[src/include/la32_macros.svh]
`ifndef LA32_MACROS_SVH
`define LA32_MACROS_SVH

`define LA32_RESET_PC 32'h1c00_0000
`define LA32_XLEN     32
`define LA32_NREGS    32

// 3R and 2RI5 forms, matched on inst[31:15].
`define LA32_OP_ADD_W  17'h00020
`define LA32_OP_SUB_W  17'h00022
`define LA32_OP_SLT    17'h00024
`define LA32_OP_SLTU   17'h00025
`define LA32_OP_NOR    17'h00028
`define LA32_OP_AND    17'h00029
`define LA32_OP_OR     17'h0002a
`define LA32_OP_XOR    17'h0002b
`define LA32_OP_SLLI_W 17'h00081
`define LA32_OP_SRLI_W 17'h00089
`define LA32_OP_SRAI_W 17'h00091

// 2RI12 forms, matched on inst[31:22].
`define LA32_OP_ADDI_W 10'h00a
`define LA32_OP_LD_W   10'h0a2
`define LA32_OP_ST_W   10'h0a6

`define LA32_OP_LU12I_W 7'h0a // inst[31:25].

// Jumps and branches, matched on inst[31:26].
`define LA32_OP_JIRL 6'h13
`define LA32_OP_B    6'h14
`define LA32_OP_BL   6'h15
`define LA32_OP_BEQ  6'h16
`define LA32_OP_BNE  6'h17

`endif

[src/hdl/la32_pkg.sv]
`default_nettype none

package la32_pkg;

    typedef enum logic [3:0] {
        ALU_ADD,
        ALU_SUB,
        ALU_SLT,
        ALU_SLTU,
        ALU_AND,
        ALU_NOR,
        ALU_OR,
        ALU_XOR,
        ALU_SLL,
        ALU_SRL,
        ALU_SRA,
        ALU_LUI
    } alu_op_t;

    typedef enum logic [2:0] {
        IMM_UI5,
        IMM_SI12,
        IMM_SI16,
        IMM_SI20,
        IMM_SI26,
        IMM_FOUR
    } imm_kind_t;

    typedef enum logic [2:0] {
        S_IF,
        S_ID,
        S_EXE,
        S_MEM,
        S_WB
    } state_t;

endpackage

`default_nettype wire

[src/hdl/la32_decoder.sv]
`timescale 1ns/100ps
`default_nettype none

`include "la32_macros.svh"

module la32_decoder (
    input  wire logic [`LA32_XLEN-1:0] inst,
    output la32_pkg::alu_op_t          alu_op,
    output logic                       src1_is_pc,
    output logic                       src2_is_imm,
    output logic                       src_reg_is_rd,
    output logic [`LA32_XLEN-1:0]      imm,
    output logic [`LA32_XLEN-1:0]      br_offs,
    output logic                       is_load,
    output logic                       is_store,
    output logic                       is_jirl,
    output logic                       is_bl,
    output logic                       is_b,
    output logic                       is_beq,
    output logic                       is_bne,
    output logic                       gr_we,
    output logic [4:0]                 dest
);

    logic is_add, is_sub, is_slt, is_sltu, is_nor, is_and, is_or, is_xor;
    logic is_slli, is_srli, is_srai, is_addi, is_lu12i;
    logic is_shift, is_valid;
    la32_pkg::imm_kind_t imm_kind;
    la32_pkg::imm_kind_t br_kind;

    // Branch offsets come back already scaled by 4.
    function automatic logic [`LA32_XLEN-1:0] ext_imm(la32_pkg::imm_kind_t kind,
                                                      logic [`LA32_XLEN-1:0] ins);
        case (kind)
            la32_pkg::IMM_UI5:  return {27'b0, ins[14:10]};
            la32_pkg::IMM_SI16: return {{14{ins[25]}}, ins[25:10], 2'b00};
            la32_pkg::IMM_SI20: return {ins[24:5], 12'b0};
            la32_pkg::IMM_SI26: return {{4{ins[9]}}, ins[9:0], ins[25:10], 2'b00};
            la32_pkg::IMM_FOUR: return 32'd4;
            default:            return {{20{ins[21]}}, ins[21:10]};
        endcase
    endfunction

    assign is_add   = inst[31:15] == `LA32_OP_ADD_W;
    assign is_sub   = inst[31:15] == `LA32_OP_SUB_W;
    assign is_slt   = inst[31:15] == `LA32_OP_SLT;
    assign is_sltu  = inst[31:15] == `LA32_OP_SLTU;
    assign is_nor   = inst[31:15] == `LA32_OP_NOR;
    assign is_and   = inst[31:15] == `LA32_OP_AND;
    assign is_or    = inst[31:15] == `LA32_OP_OR;
    assign is_xor   = inst[31:15] == `LA32_OP_XOR;
    assign is_slli  = inst[31:15] == `LA32_OP_SLLI_W;
    assign is_srli  = inst[31:15] == `LA32_OP_SRLI_W;
    assign is_srai  = inst[31:15] == `LA32_OP_SRAI_W;
    assign is_addi  = inst[31:22] == `LA32_OP_ADDI_W;
    assign is_load  = inst[31:22] == `LA32_OP_LD_W;
    assign is_store = inst[31:22] == `LA32_OP_ST_W;
    assign is_lu12i = inst[31:25] == `LA32_OP_LU12I_W;
    assign is_jirl  = inst[31:26] == `LA32_OP_JIRL;
    assign is_b     = inst[31:26] == `LA32_OP_B;
    assign is_bl    = inst[31:26] == `LA32_OP_BL;
    assign is_beq   = inst[31:26] == `LA32_OP_BEQ;
    assign is_bne   = inst[31:26] == `LA32_OP_BNE;

    assign is_shift = is_slli | is_srli | is_srai;
    assign is_valid = is_add | is_sub | is_slt | is_sltu | is_nor | is_and | is_or | is_xor
                    | is_shift | is_addi | is_load | is_store | is_lu12i
                    | is_jirl | is_b | is_bl | is_beq | is_bne;

    always_comb begin
        alu_op = la32_pkg::ALU_ADD; // Address and link adds too.
        if (is_sub)        alu_op = la32_pkg::ALU_SUB;
        else if (is_slt)   alu_op = la32_pkg::ALU_SLT;
        else if (is_sltu)  alu_op = la32_pkg::ALU_SLTU;
        else if (is_and)   alu_op = la32_pkg::ALU_AND;
        else if (is_nor)   alu_op = la32_pkg::ALU_NOR;
        else if (is_or)    alu_op = la32_pkg::ALU_OR;
        else if (is_xor)   alu_op = la32_pkg::ALU_XOR;
        else if (is_slli)  alu_op = la32_pkg::ALU_SLL;
        else if (is_srli)  alu_op = la32_pkg::ALU_SRL;
        else if (is_srai)  alu_op = la32_pkg::ALU_SRA;
        else if (is_lu12i) alu_op = la32_pkg::ALU_LUI;
    end

    always_comb begin
        imm_kind = la32_pkg::IMM_SI12;
        if (is_shift)              imm_kind = la32_pkg::IMM_UI5;
        else if (is_lu12i)         imm_kind = la32_pkg::IMM_SI20;
        else if (is_jirl | is_bl)  imm_kind = la32_pkg::IMM_FOUR;
    end

    assign br_kind = (is_b | is_bl) ? la32_pkg::IMM_SI26 : la32_pkg::IMM_SI16;

    assign imm     = ext_imm(imm_kind, inst);
    assign br_offs = ext_imm(br_kind, inst);

    assign src1_is_pc    = is_jirl | is_bl;
    assign src2_is_imm   = is_shift | is_addi | is_load | is_store | is_lu12i | is_jirl | is_bl;
    assign src_reg_is_rd = is_beq | is_bne | is_store;

    assign gr_we = is_valid & ~is_store & ~is_b & ~is_beq & ~is_bne;
    assign dest  = is_bl ? 5'd1 : inst[4:0]; // bl links through r1.

endmodule

`default_nettype wire

[src/hdl/la32_alu.sv]
`timescale 1ns/100ps
`default_nettype none

`include "la32_macros.svh"

module la32_alu (
    input  la32_pkg::alu_op_t          alu_op,
    input  wire logic [`LA32_XLEN-1:0] alu_src1,
    input  wire logic [`LA32_XLEN-1:0] alu_src2,
    output logic [`LA32_XLEN-1:0]      alu_result
);

    logic [4:0]            sa;
    logic [`LA32_XLEN-1:0] diff;

    assign sa   = alu_src2[4:0];
    assign diff = alu_src1 - alu_src2;

    always_comb begin
        case (alu_op)
            la32_pkg::ALU_ADD:  alu_result = alu_src1 + alu_src2;
            la32_pkg::ALU_SUB:  alu_result = diff;
            la32_pkg::ALU_SLT:
                alu_result = {31'b0, $signed(alu_src1) < $signed(alu_src2)};
            la32_pkg::ALU_SLTU: alu_result = {31'b0, alu_src1 < alu_src2};
            la32_pkg::ALU_AND:  alu_result = alu_src1 & alu_src2;
            la32_pkg::ALU_NOR:  alu_result = ~(alu_src1 | alu_src2);
            la32_pkg::ALU_OR:   alu_result = alu_src1 | alu_src2;
            la32_pkg::ALU_XOR:  alu_result = alu_src1 ^ alu_src2;
            la32_pkg::ALU_SLL:  alu_result = alu_src1 << sa;
            la32_pkg::ALU_SRL:  alu_result = alu_src1 >> sa;
            la32_pkg::ALU_SRA:  alu_result = $unsigned($signed(alu_src1) >>> sa);
            la32_pkg::ALU_LUI:  alu_result = alu_src2; // Already shifted by the decoder.
            default:            alu_result = '0;
        endcase
    end

endmodule

`default_nettype wire

[src/hdl/la32_regfile.sv]
`timescale 1ns/100ps
`default_nettype none

`include "la32_macros.svh"

module la32_regfile (
    input  wire logic                  clk,
    input  wire logic [4:0]            raddr1,
    input  wire logic [4:0]            raddr2,
    input  wire logic                  we,
    input  wire logic [4:0]            waddr,
    input  wire logic [`LA32_XLEN-1:0] wdata,
    output logic [`LA32_XLEN-1:0]      rdata1,
    output logic [`LA32_XLEN-1:0]      rdata2
);

    logic [`LA32_XLEN-1:0] regs [`LA32_NREGS];

    always_ff @(posedge clk) begin
        if (we && waddr != 5'd0)
            regs[waddr] <= wdata;
    end

    // r0 reads as zero whatever the array holds.
    assign rdata1 = (raddr1 == 5'd0) ? '0 : regs[raddr1];
    assign rdata2 = (raddr2 == 5'd0) ? '0 : regs[raddr2];

endmodule

`default_nettype wire

[src/hdl/mycpu_top.sv]
`timescale 1ns/100ps
`default_nettype none

`include "la32_macros.svh"

module mycpu_top (
    input  wire logic                  clk,
    input  wire logic                  reset,
    output logic [`LA32_XLEN-1:0]      inst_sram_addr,
    input  wire logic [`LA32_XLEN-1:0] inst_sram_rdata,
    output logic                       data_sram_we,
    output logic [`LA32_XLEN-1:0]      data_sram_addr,
    output logic [`LA32_XLEN-1:0]      data_sram_wdata,
    input  wire logic [`LA32_XLEN-1:0] data_sram_rdata,
    output logic [`LA32_XLEN-1:0]      debug_wb_pc,
    output logic [3:0]                 debug_wb_rf_we,
    output logic [4:0]                 debug_wb_rf_wnum,
    output logic [`LA32_XLEN-1:0]      debug_wb_rf_wdata
);

    la32_pkg::state_t state, next_state;

    logic [`LA32_XLEN-1:0] pc;
    logic [`LA32_XLEN-1:0] inst;
    logic [`LA32_XLEN-1:0] rj_value, rkd_value;
    logic [`LA32_XLEN-1:0] alu_src1, alu_src2;
    logic [`LA32_XLEN-1:0] alu_result, alu_result_q;
    logic [`LA32_XLEN-1:0] final_result;

    la32_pkg::alu_op_t     alu_op;
    logic                  src1_is_pc, src2_is_imm, src_reg_is_rd;
    logic [`LA32_XLEN-1:0] imm, br_offs;
    logic                  is_load, is_store, is_jirl, is_bl, is_b, is_beq, is_bne;
    logic                  gr_we;
    logic [4:0]            dest;

    logic [4:0]            rf_raddr1, rf_raddr2;
    logic [`LA32_XLEN-1:0] rf_rdata1, rf_rdata2;
    logic                  rf_we;

    logic                  is_branch, br_taken;
    logic [`LA32_XLEN-1:0] seq_pc, br_target;

    la32_decoder u_decoder (
        .inst          (inst),
        .alu_op        (alu_op),
        .src1_is_pc    (src1_is_pc),
        .src2_is_imm   (src2_is_imm),
        .src_reg_is_rd (src_reg_is_rd),
        .imm           (imm),
        .br_offs       (br_offs),
        .is_load       (is_load),
        .is_store      (is_store),
        .is_jirl       (is_jirl),
        .is_bl         (is_bl),
        .is_b          (is_b),
        .is_beq        (is_beq),
        .is_bne        (is_bne),
        .gr_we         (gr_we),
        .dest          (dest)
    );

    assign rf_raddr1 = inst[9:5];
    assign rf_raddr2 = src_reg_is_rd ? inst[4:0] : inst[14:10];
    assign rf_we     = (state == la32_pkg::S_WB) && gr_we && (dest != 5'd0);

    la32_regfile u_regfile (
        .clk    (clk),
        .raddr1 (rf_raddr1),
        .raddr2 (rf_raddr2),
        .we     (rf_we),
        .waddr  (dest),
        .wdata  (final_result),
        .rdata1 (rf_rdata1),
        .rdata2 (rf_rdata2)
    );

    la32_alu u_alu (
        .alu_op     (alu_op),
        .alu_src1   (alu_src1),
        .alu_src2   (alu_src2),
        .alu_result (alu_result)
    );

    // Conditional branches resolve in ID on the live register reads.
    assign is_branch = is_b | is_beq | is_bne;
    assign br_taken  = is_b
                     | (is_beq && rf_rdata1 == rf_rdata2)
                     | (is_bne && rf_rdata1 != rf_rdata2);
    assign seq_pc    = pc + 32'd4;
    assign br_target = pc + br_offs;

    always_comb begin
        case (state)
            la32_pkg::S_IF:  next_state = la32_pkg::S_ID;
            la32_pkg::S_ID:  next_state = is_branch ? la32_pkg::S_IF : la32_pkg::S_EXE;
            la32_pkg::S_EXE: next_state = (is_load | is_store) ? la32_pkg::S_MEM : la32_pkg::S_WB;
            la32_pkg::S_MEM: next_state = is_load ? la32_pkg::S_WB : la32_pkg::S_IF;
            default:         next_state = la32_pkg::S_IF;
        endcase
    end

    always_ff @(posedge clk) begin
        if (reset) begin
            state <= la32_pkg::S_IF;
            pc    <= `LA32_RESET_PC;
        end else begin
            state <= next_state;
            if (state == la32_pkg::S_ID && is_branch)
                pc <= br_taken ? br_target : seq_pc;
            else if (state == la32_pkg::S_MEM && is_store)
                pc <= seq_pc; // Stores never reach WB.
            else if (state == la32_pkg::S_WB) begin
                if (is_jirl)
                    pc <= rj_value + br_offs;
                else if (is_bl)
                    pc <= br_target;
                else
                    pc <= seq_pc;
            end
        end
    end

    always_ff @(posedge clk) begin
        case (state)
            la32_pkg::S_IF: inst <= inst_sram_rdata;
            la32_pkg::S_ID: begin
                rj_value  <= rf_rdata1;
                rkd_value <= rf_rdata2;
                alu_src1  <= src1_is_pc ? pc : rf_rdata1;
                alu_src2  <= src2_is_imm ? imm : rf_rdata2;
            end
            la32_pkg::S_EXE: begin
                alu_result_q <= alu_result;
                final_result <= alu_result;
            end
            la32_pkg::S_MEM: begin
                if (is_load)
                    final_result <= data_sram_rdata;
            end
            default: ;
        endcase
    end

    assign inst_sram_addr  = pc;
    assign data_sram_we    = (state == la32_pkg::S_MEM) && is_store;
    assign data_sram_addr  = alu_result_q;
    assign data_sram_wdata = rkd_value;

    // Trace follows the regfile write exactly.
    assign debug_wb_pc       = pc;
    assign debug_wb_rf_we    = {4{rf_we}};
    assign debug_wb_rf_wnum  = dest;
    assign debug_wb_rf_wdata = final_result;

endmodule

`default_nettype wire

[config.mk]
export PLATFORM = sky130hd
export DESIGN_NAME = mycpu_top
export DESIGN_NICKNAME = d
export VERILOG_FILES = /design/src/hdl/la32_pkg.sv /design/src/hdl/la32_decoder.sv /design/src/hdl/la32_alu.sv /design/src/hdl/la32_regfile.sv /design/src/hdl/mycpu_top.sv
export VERILOG_INCLUDE_DIRS = /design/src /design/src/include
export SDC_FILE = /design/constraint.sdc
export NUM_CORES = 2
export LEC_CHECK = 0
export BUFFER_PORTS_ARGS = -buffer_cell sky130_fd_sc_hd__clkbuf_2
export CELL_PAD_IN_SITES_DETAIL_PLACEMENT = 0
export CELL_PAD_IN_SITES_GLOBAL_PLACEMENT = 2
export CORE_MARGIN = 2
export CORE_UTILIZATION = 40
export CTS_CLUSTER_DIAMETER = 50
export DETAILED_ROUTE_END_ITERATION = 7
export GPL_TIMING_DRIVEN = 0
export PLACE_DENSITY_LB_ADDON = 0.1
export SYNTH_ARGS = -nofsm -noshare
export SYNTH_HDL_FRONTEND = slang
export SYNTH_HIERARCHICAL = 1
export SYNTH_SLANG_ARGS = --single-unit
export TNS_END_PERCENT = 1
[constraint.sdc]
create_clock -name clk -period 11.9 [get_ports clk]
set_input_delay 0.595 -clock clk [delete_from_list [all_inputs] [get_ports clk]]
set_output_delay 0.595 -clock clk [all_outputs]
set_load 0.02 [all_outputs]
Yosys cells after proc, flatten, opt, wreduce, memory -nomap -nowiden
Memory sizes are Yosys's and may differ from the RTL's. A register that Yosys moved wholly into a read port is not among the register bits.
Index checks and enable logic that the tools add are counted.

operators by class
  reduce and logical (&&, ||, !) cells = 17
  bitwise operators = 46
  shifts and indexed selects = 3
  eq/ne operators = 46
  magnitude comparators = 2
  multiplexer cells = 39
  add/subtract/negate cells = 5

operator list
  cell                   count
  $pmux 32 s12           1
  $mux 32                11
  $pmux 32 s5            2
  $eq 17x6->1 const B    8
  $add 32x32->32         3
  $lt 32x32->1           2
  $pmux 32 s2            1
  $eq 17x8->1 const B    3
  $mux 4                 11
  $or 1x1->1             34
  $add 32x3->32 const B  1
  $and 32x32->32         1
  $eq 32x32->1           1
  $ne 32x32->1           1
  $not 32->32            1
  $or 32x32->32          1
  $shl 32x5->32          1
  $shr 32x5->32          1
  $sshr 32x5->32         1
  $sub 32x32->32         1
  $xor 32x32->32         1
  $eq 6x5->1 const B     5
  $eq 10x8->1 const B    2
  $eq 3x2->1 const B     6
  other kinds (24)       58

storage, ports and cells
  RAM bits = 1024
  bits in registers = 259
  bits of input ports = 66
  memories kept = 1
  output and inout bits = 170
  logic and storage cells = 168

memory list
  memory          depth  bits a word  read ports  clocked after Yosys merged registers in  write ports  line                RTL
  u_regfile.regs  32     32           2           1                                        1            la32_regfile.sv:17  logic [`LA32_XLEN-1:0] regs [`LA32_NREGS];

Logic depth before layout (Yosys ltp)
  depth after elaboration = 27
  mapped depth = 23
  mapped depth without buffers = 17

By module
Netlist, hierarchy kept.

by module, submodules not included
  module        cells an instance  times used  seq. area each (um^2)  area each (um^2)
  la32_regfile  2564               1           30749.5                47929.7
  mycpu_top     1271               1           7427.1                 14704.1
  la32_alu      1349               1           0.0                    9043.7
  la32_decoder  153                1           0.0                    985.9

Least setup slack after synthesis
Ideal clock, no wire load.

  path kind = register to register
  start = register inst[22]
  end = register pc[26], in the netlist debug_wb_pc[26]
  cell stages (with the launch flop) = 22
  setup time = 0.120 ns
  clock period less this slack = 4.791 ns
  path slack = 7.109 ns
  data required time = 11.780 ns
  buffers on the path = 4
  arrival time = 4.671 ns
  path through = edfxtp_1 -> nor4b_1 -> nand4_1 -> nand2_1 -> mux2_2 -> buf_4 -> or3b_1 -> buf_2 -> clkbuf_1 -> o221ai_1 -> a221oi_2 -> a211oi_1 -> xnor2_1 -> nand4_1 -> nor4_1 -> nand2_1 -> mux2i_2 -> o21ai_2 -> buf_2 -> a21oi_1 -> o41ai_1 -> a211o_1

between the ends
  longest elaborated chain between the ends = 11
  elaborated cells on any way between the ends = 23
  those cells by class = add/sub (2); eq/ne (3); mux (9); bitwise (3); reduce/logical (5); memory (1)

RTL lines
  item                                              line                RTL
  start: declaration                                mycpu_top.sv:24     logic [`LA32_XLEN-1:0] inst;
  start signal: assignment                          mycpu_top.sv:126    la32_pkg::S_IF: inst <= inst_sram_rdata;
  $eq 10x8->1 (no source line) (*)                  n/a
  $or 1x1->1 (*)                                    la32_decoder.sv:99  assign src_reg_is_rd = is_beq | is_bne | is_store;
  net src_reg_is_rd                                 mycpu_top.sv:31     logic src1_is_pc, src2_is_imm, src_reg_is_rd;
  $mux 5 (*)                                        mycpu_top.sv:64     assign rf_raddr2 = src_reg_is_rd ? inst[4:0] : inst[14:10];
  net rf_raddr2[2]                                  mycpu_top.sv:37     logic [4:0] rf_raddr1, rf_raddr2;
  $mem_v2 32x32 or $logic_not 5->1 (tied branches)  n/a
  $mux 32 (*)                                       la32_regfile.sv:26  assign rdata2 = (raddr2 == 5'd0) ? '0 : regs[raddr2];
  net rf_rdata2[18]                                 mycpu_top.sv:38     logic [`LA32_XLEN-1:0] rf_rdata1, rf_rdata2;
  $eq 32x32->1                                      mycpu_top.sv:88     | (is_beq && rf_rdata1 == rf_rdata2)
  $logic_and 1x1->1                                 mycpu_top.sv:88
  $or 1x1->1                                        mycpu_top.sv:88
  $or 1x1->1 (*)                                    mycpu_top.sv:89     | (is_bne && rf_rdata1 != rf_rdata2);
  $mux 32 (*)                                       mycpu_top.sv:110    pc <= br_taken ? br_target : seq_pc;
  $mux 32 (*)                                       mycpu_top.sv:109    if (state == la32_pkg::S_ID && is_branch)
  end signal: assignment                            mycpu_top.sv:110
  end signal: assignment                            mycpu_top.sv:112    pc <= seq_pc;
  end signal: assignment                            mycpu_top.sv:115    pc <= rj_value + br_offs;
  end: declaration                                  mycpu_top.sv:23     logic [`LA32_XLEN-1:0] pc;

The timed path passes the listed nets; every way through them passes the cells marked *. The select of a mux whose other input is x is not followed.
A chain may end at the register's enable or synchronous reset.

Final worst setup path
Same ends and word-level chain as after synthesis.

==> summary.md <==
| Metric | Value |
|---|---|
| Syn Area/Cell | `between 10 and 15 sq um` |
| Rel. slew slack | `-0.0976` |
| Avg WL per Cell | `40.8 um` |
| Hold WC Path Type | `input port to flip-flop` |
| Largest net degree at the start of global routing | `between 90 and 100` |
| Total GRT Usage | `0.363` |
| I/O Pins | `236` |
| Hold Crit Start | `data_sram_rdata[5]` |
| CTS tree | `built` |
| Max frequency | `between 0.1 and 0.15 GHz` |
| Post-route minimum period | `slightly below 9 ns` |
| Final Hold Viols | `0` |
| Hpwl dp | `252 mm` |
| Grt ovf | `0` |
| Port bufs | `roughly 230` |
| CP startpoint | `inst[22]` |
| Die height | `between 400 and 500 um` |
| CTS resizes | `0` |
| CTS clock-pin slew for the worst setup and hold paths | `0.06 ns` |
| H-tree lvl count | `4` |
| First-pass GRT wire length | `between 400 and 500 mm` |
| Setup bufs post-CTS | `0` |
| Final Slew Violations | `73` |
| RSZ-0062 raised after global routing | `false` |
| Final TNS setup | `0 ns` |
| Failing checks | `max-capacitance violations, max-slew violations` |
| Via count | `roughly 56,000` |
| Post-layout nets | `6,124` |
| Seq/Total Area, Yosys | `0.525` |
| Ratio of cells with drive above 1 in the final layout | `0.242` |
| Most frequent cells in the layout | `1,248 x edfxtp_1, 369 x mux2i_1, 340 x mux4_2, 295 x nand2_1, 253 x nor2_1` |
| Final GP Congestion | `around 1` |
| # fillers | `16,079` |
| Post-CTS Hold Fix Bufs | `32` |
| Slowest-stage cell, CP | `clkbuf_1` |
| Area of the die | `between 150,000 and 200,000 sq um` |
| Clk_skew | `0.0625 ns` |
| Post-Synthesis Cell Area | `72,700 sq um` |
| Cells after Synth | `5,337` |
| Max FO, Critical Path | `10` |
| Number of CTS-inserted buffers | `167` |
| Clk buf depth | `3` |
| Starting Density | `0.402` |
| Setup Viol. Count Final | `0` |
| Post-synth EDFFs | `~1,200` |
| Crit path buf inv count | `5` |
| Design Power | `roughly 15 mW` |
| Slew @ Worst Pin | `approximately 1.6 ns` |
| Most used DFF post-synth | `edfxtp_1` |
| Cell type group with the largest total delay on the critical path | `buffers and inverters` |
| Area delta synth->final | `16.9%` |
| Initial antenna violation count | `25` |
| FP Rows | `156` |
| DR iter-0 viols | `about 7,300` |
| Max IR drop VDD | `0.147 mV` |
| CTS root buffer | `clkbuf_16` |
| Arrival time worst endpoint | `about 9.4 ns` |
| CP Class | `flip-flop to flip-flop` |
| YS warnings | `6` |
| Final Routed Wirelength | `roughly 340 mm` |
| Reg2Reg Launch Point | `inst[22]` |
| Crit end category | `flip-flop` |
| Vias per inst | `between 6 and 7` |
| Required @ worst endpoint | `12.60 ns` |
| Skew-Pair Late Insertion Delay | `roughly 0.86 ns` |
| Most common cell after layout, fill and taps aside | `edfxtp_1` |
| #FFs+latches synth | `roughly 1,300` |
| CP startpoint kind | `flip-flop` |
| Synth async-reset ratio | `0` |
| Maxcap violations | `9` |
| Routed Antenna Nets | `0` |
| Number of global-route vias before repair | `around 54,000` |
| CP peak stage delay | `1.20 ns` |
| Crit-path cells | `nor4b_1, nand4_1, nand2_1, mux2_2, buf_4, or3b_1, clkbuf_1, clkbuf_1, o221ai_1, a221oi_1, a211oi_2, buf_4, xnor2_1, nand4_1, nor4_1, nand2_1, mux2i_2, o21ai_2, buf_2, a21oi_1, o41ai_1, a211o_1` |
| Total clock sinks | `1,283` |
| Core Box Area | `181,000 sq um` |
| Status | `complete, but fails checks` |
| Fin crit share | `0.729` |
| Residual DRC count | `0` |
| Pre-antenna DRT Iters | `8` |
| Library cells used by synthesis | `~120` |
| Chip width | `430 um` |
| Pleak | `29.8 nW` |
| PD cells | `approximately 180 nW/um^2` |
## final cells by class
cell class | instances | area (sq um) | share of cell area
clock buffer | 199 | 4380 | 0.0516
timing repair buffer | 354 | 2970 | 0.0350
sequential | 1283 | 38200 | 0.449
buffer | 439 | 2280 | 0.0268
antenna | 7 | 17.5 | 0.000206
tap | 2370 | 2970 | 0.0349
clock inverter | 107 | 1200 | 0.0141
multi-input combinational | 3521 | 32500 | 0.382
inverter | 126 | 478 | 0.00563
## synthesized netlist by cell type (21+ instances only)
master,number,area share
o211ai_1,33,0.0034
buf_4,103,0.011
a222oi_1,26,0.0036
or3_1,22,0.0019
ha_1,162,0.028
xor2_1,36,0.0043
nor2b_1,63,0.0054
buf_2,79,0.0054
nor3_1,62,0.0043
mux4_1,54,0.020
edfxtp_1,1248,0.52
mux2i_1,369,0.051
a21oi_1,235,0.016
mux2_2,175,0.027
nor2_1,287,0.015
o21ai_0,206,0.014
o22ai_1,24,0.0021
nand2b_1,30,0.0026
and3_1,24,0.0021
nand2_1,295,0.015
a211oi_1,103,0.011
a22oi_1,79,0.0082
buf_1,21,0.0011
o221ai_1,84,0.010
dfxtp_1,35,0.0096
clkbuf_1,216,0.011
nand3_1,65,0.0045
a21o_1,69,0.0071
o21ai_1,36,0.0025
inv_1,121,0.0063
a311oi_1,43,0.0052
nand4_1,67,0.0058
mux4_2,340,0.11
a221oi_2,21,0.0043
and2_1,28,0.0024
xnor2_1,75,0.0090
a221oi_1,59,0.0071
## metrics by stage
step,instances,hold WS (ns),cell area (sq um),utilization,setup WS [ns]
2_1_floorplan,5369,0.591,72800,-,7.11
3_3_place_gp,7973,0.554,76900,0.426,2.34
3_5_place_dp,8058,0.560,79000,0.437,3.76
4_1_cts,8396,0.0135,84900,0.470,3.71
5_1_grt,8400,0.0409,84900,0.470,3.25
6_report,8406,0.0613,84900,0.470,3.23
## state kept, by name, indices dropped and copies added (netlist names)
signal	flops
inst	32
rj_value	32
alu_src2	32
alu_src1	32
u_regfile/regs	1024
data_sram_wdata	32
debug_wb_pc	32
data_sram_addr	32
state	3
debug_wb_rf_wdata	32
## layer usage
metal,GRT usage,part of all wire,vias up
met5,0,0.00029,-
met4,0.196,0.062,16
met3,0.0851,0.092,855
met2,0.586,0.47,3438
met1,0.452,0.38,29166
li1,-,-,22644
## kinds of logic after synthesis
logic type | after synthesis | share of synthesized area
other cells | 2 | 0.000103
compound gates | 1222 | 0.120
xor+xnor | 111 | 0.0134
simple gates | 1049 | 0.0715
mux | 939 | 0.203
buf+inv | 565 | 0.0378
flops | 1283 | 0.525
fa+ha+maj | 166 | 0.0290
## worst paths after layout
kind,endpoint,slack [ns],cells past startpoint
max,debug_wb_pc[26],3.23,22
min reg2reg,debug_wb_pc[0],0.56,2
min,debug_wb_rf_wdata[5],0.06,2
max reg2reg,debug_wb_pc[26],3.23,22
## power by group
part,internal [mW],switching (mW),total (mW)
Combinational,1.55,3.05,4.60
Clock,3.01,2.10,5.11
Sequential,5.21,0.320,5.53
Total,9.77,5.47,15.2
Note: power is estimated with default switching activity, not from simulation.
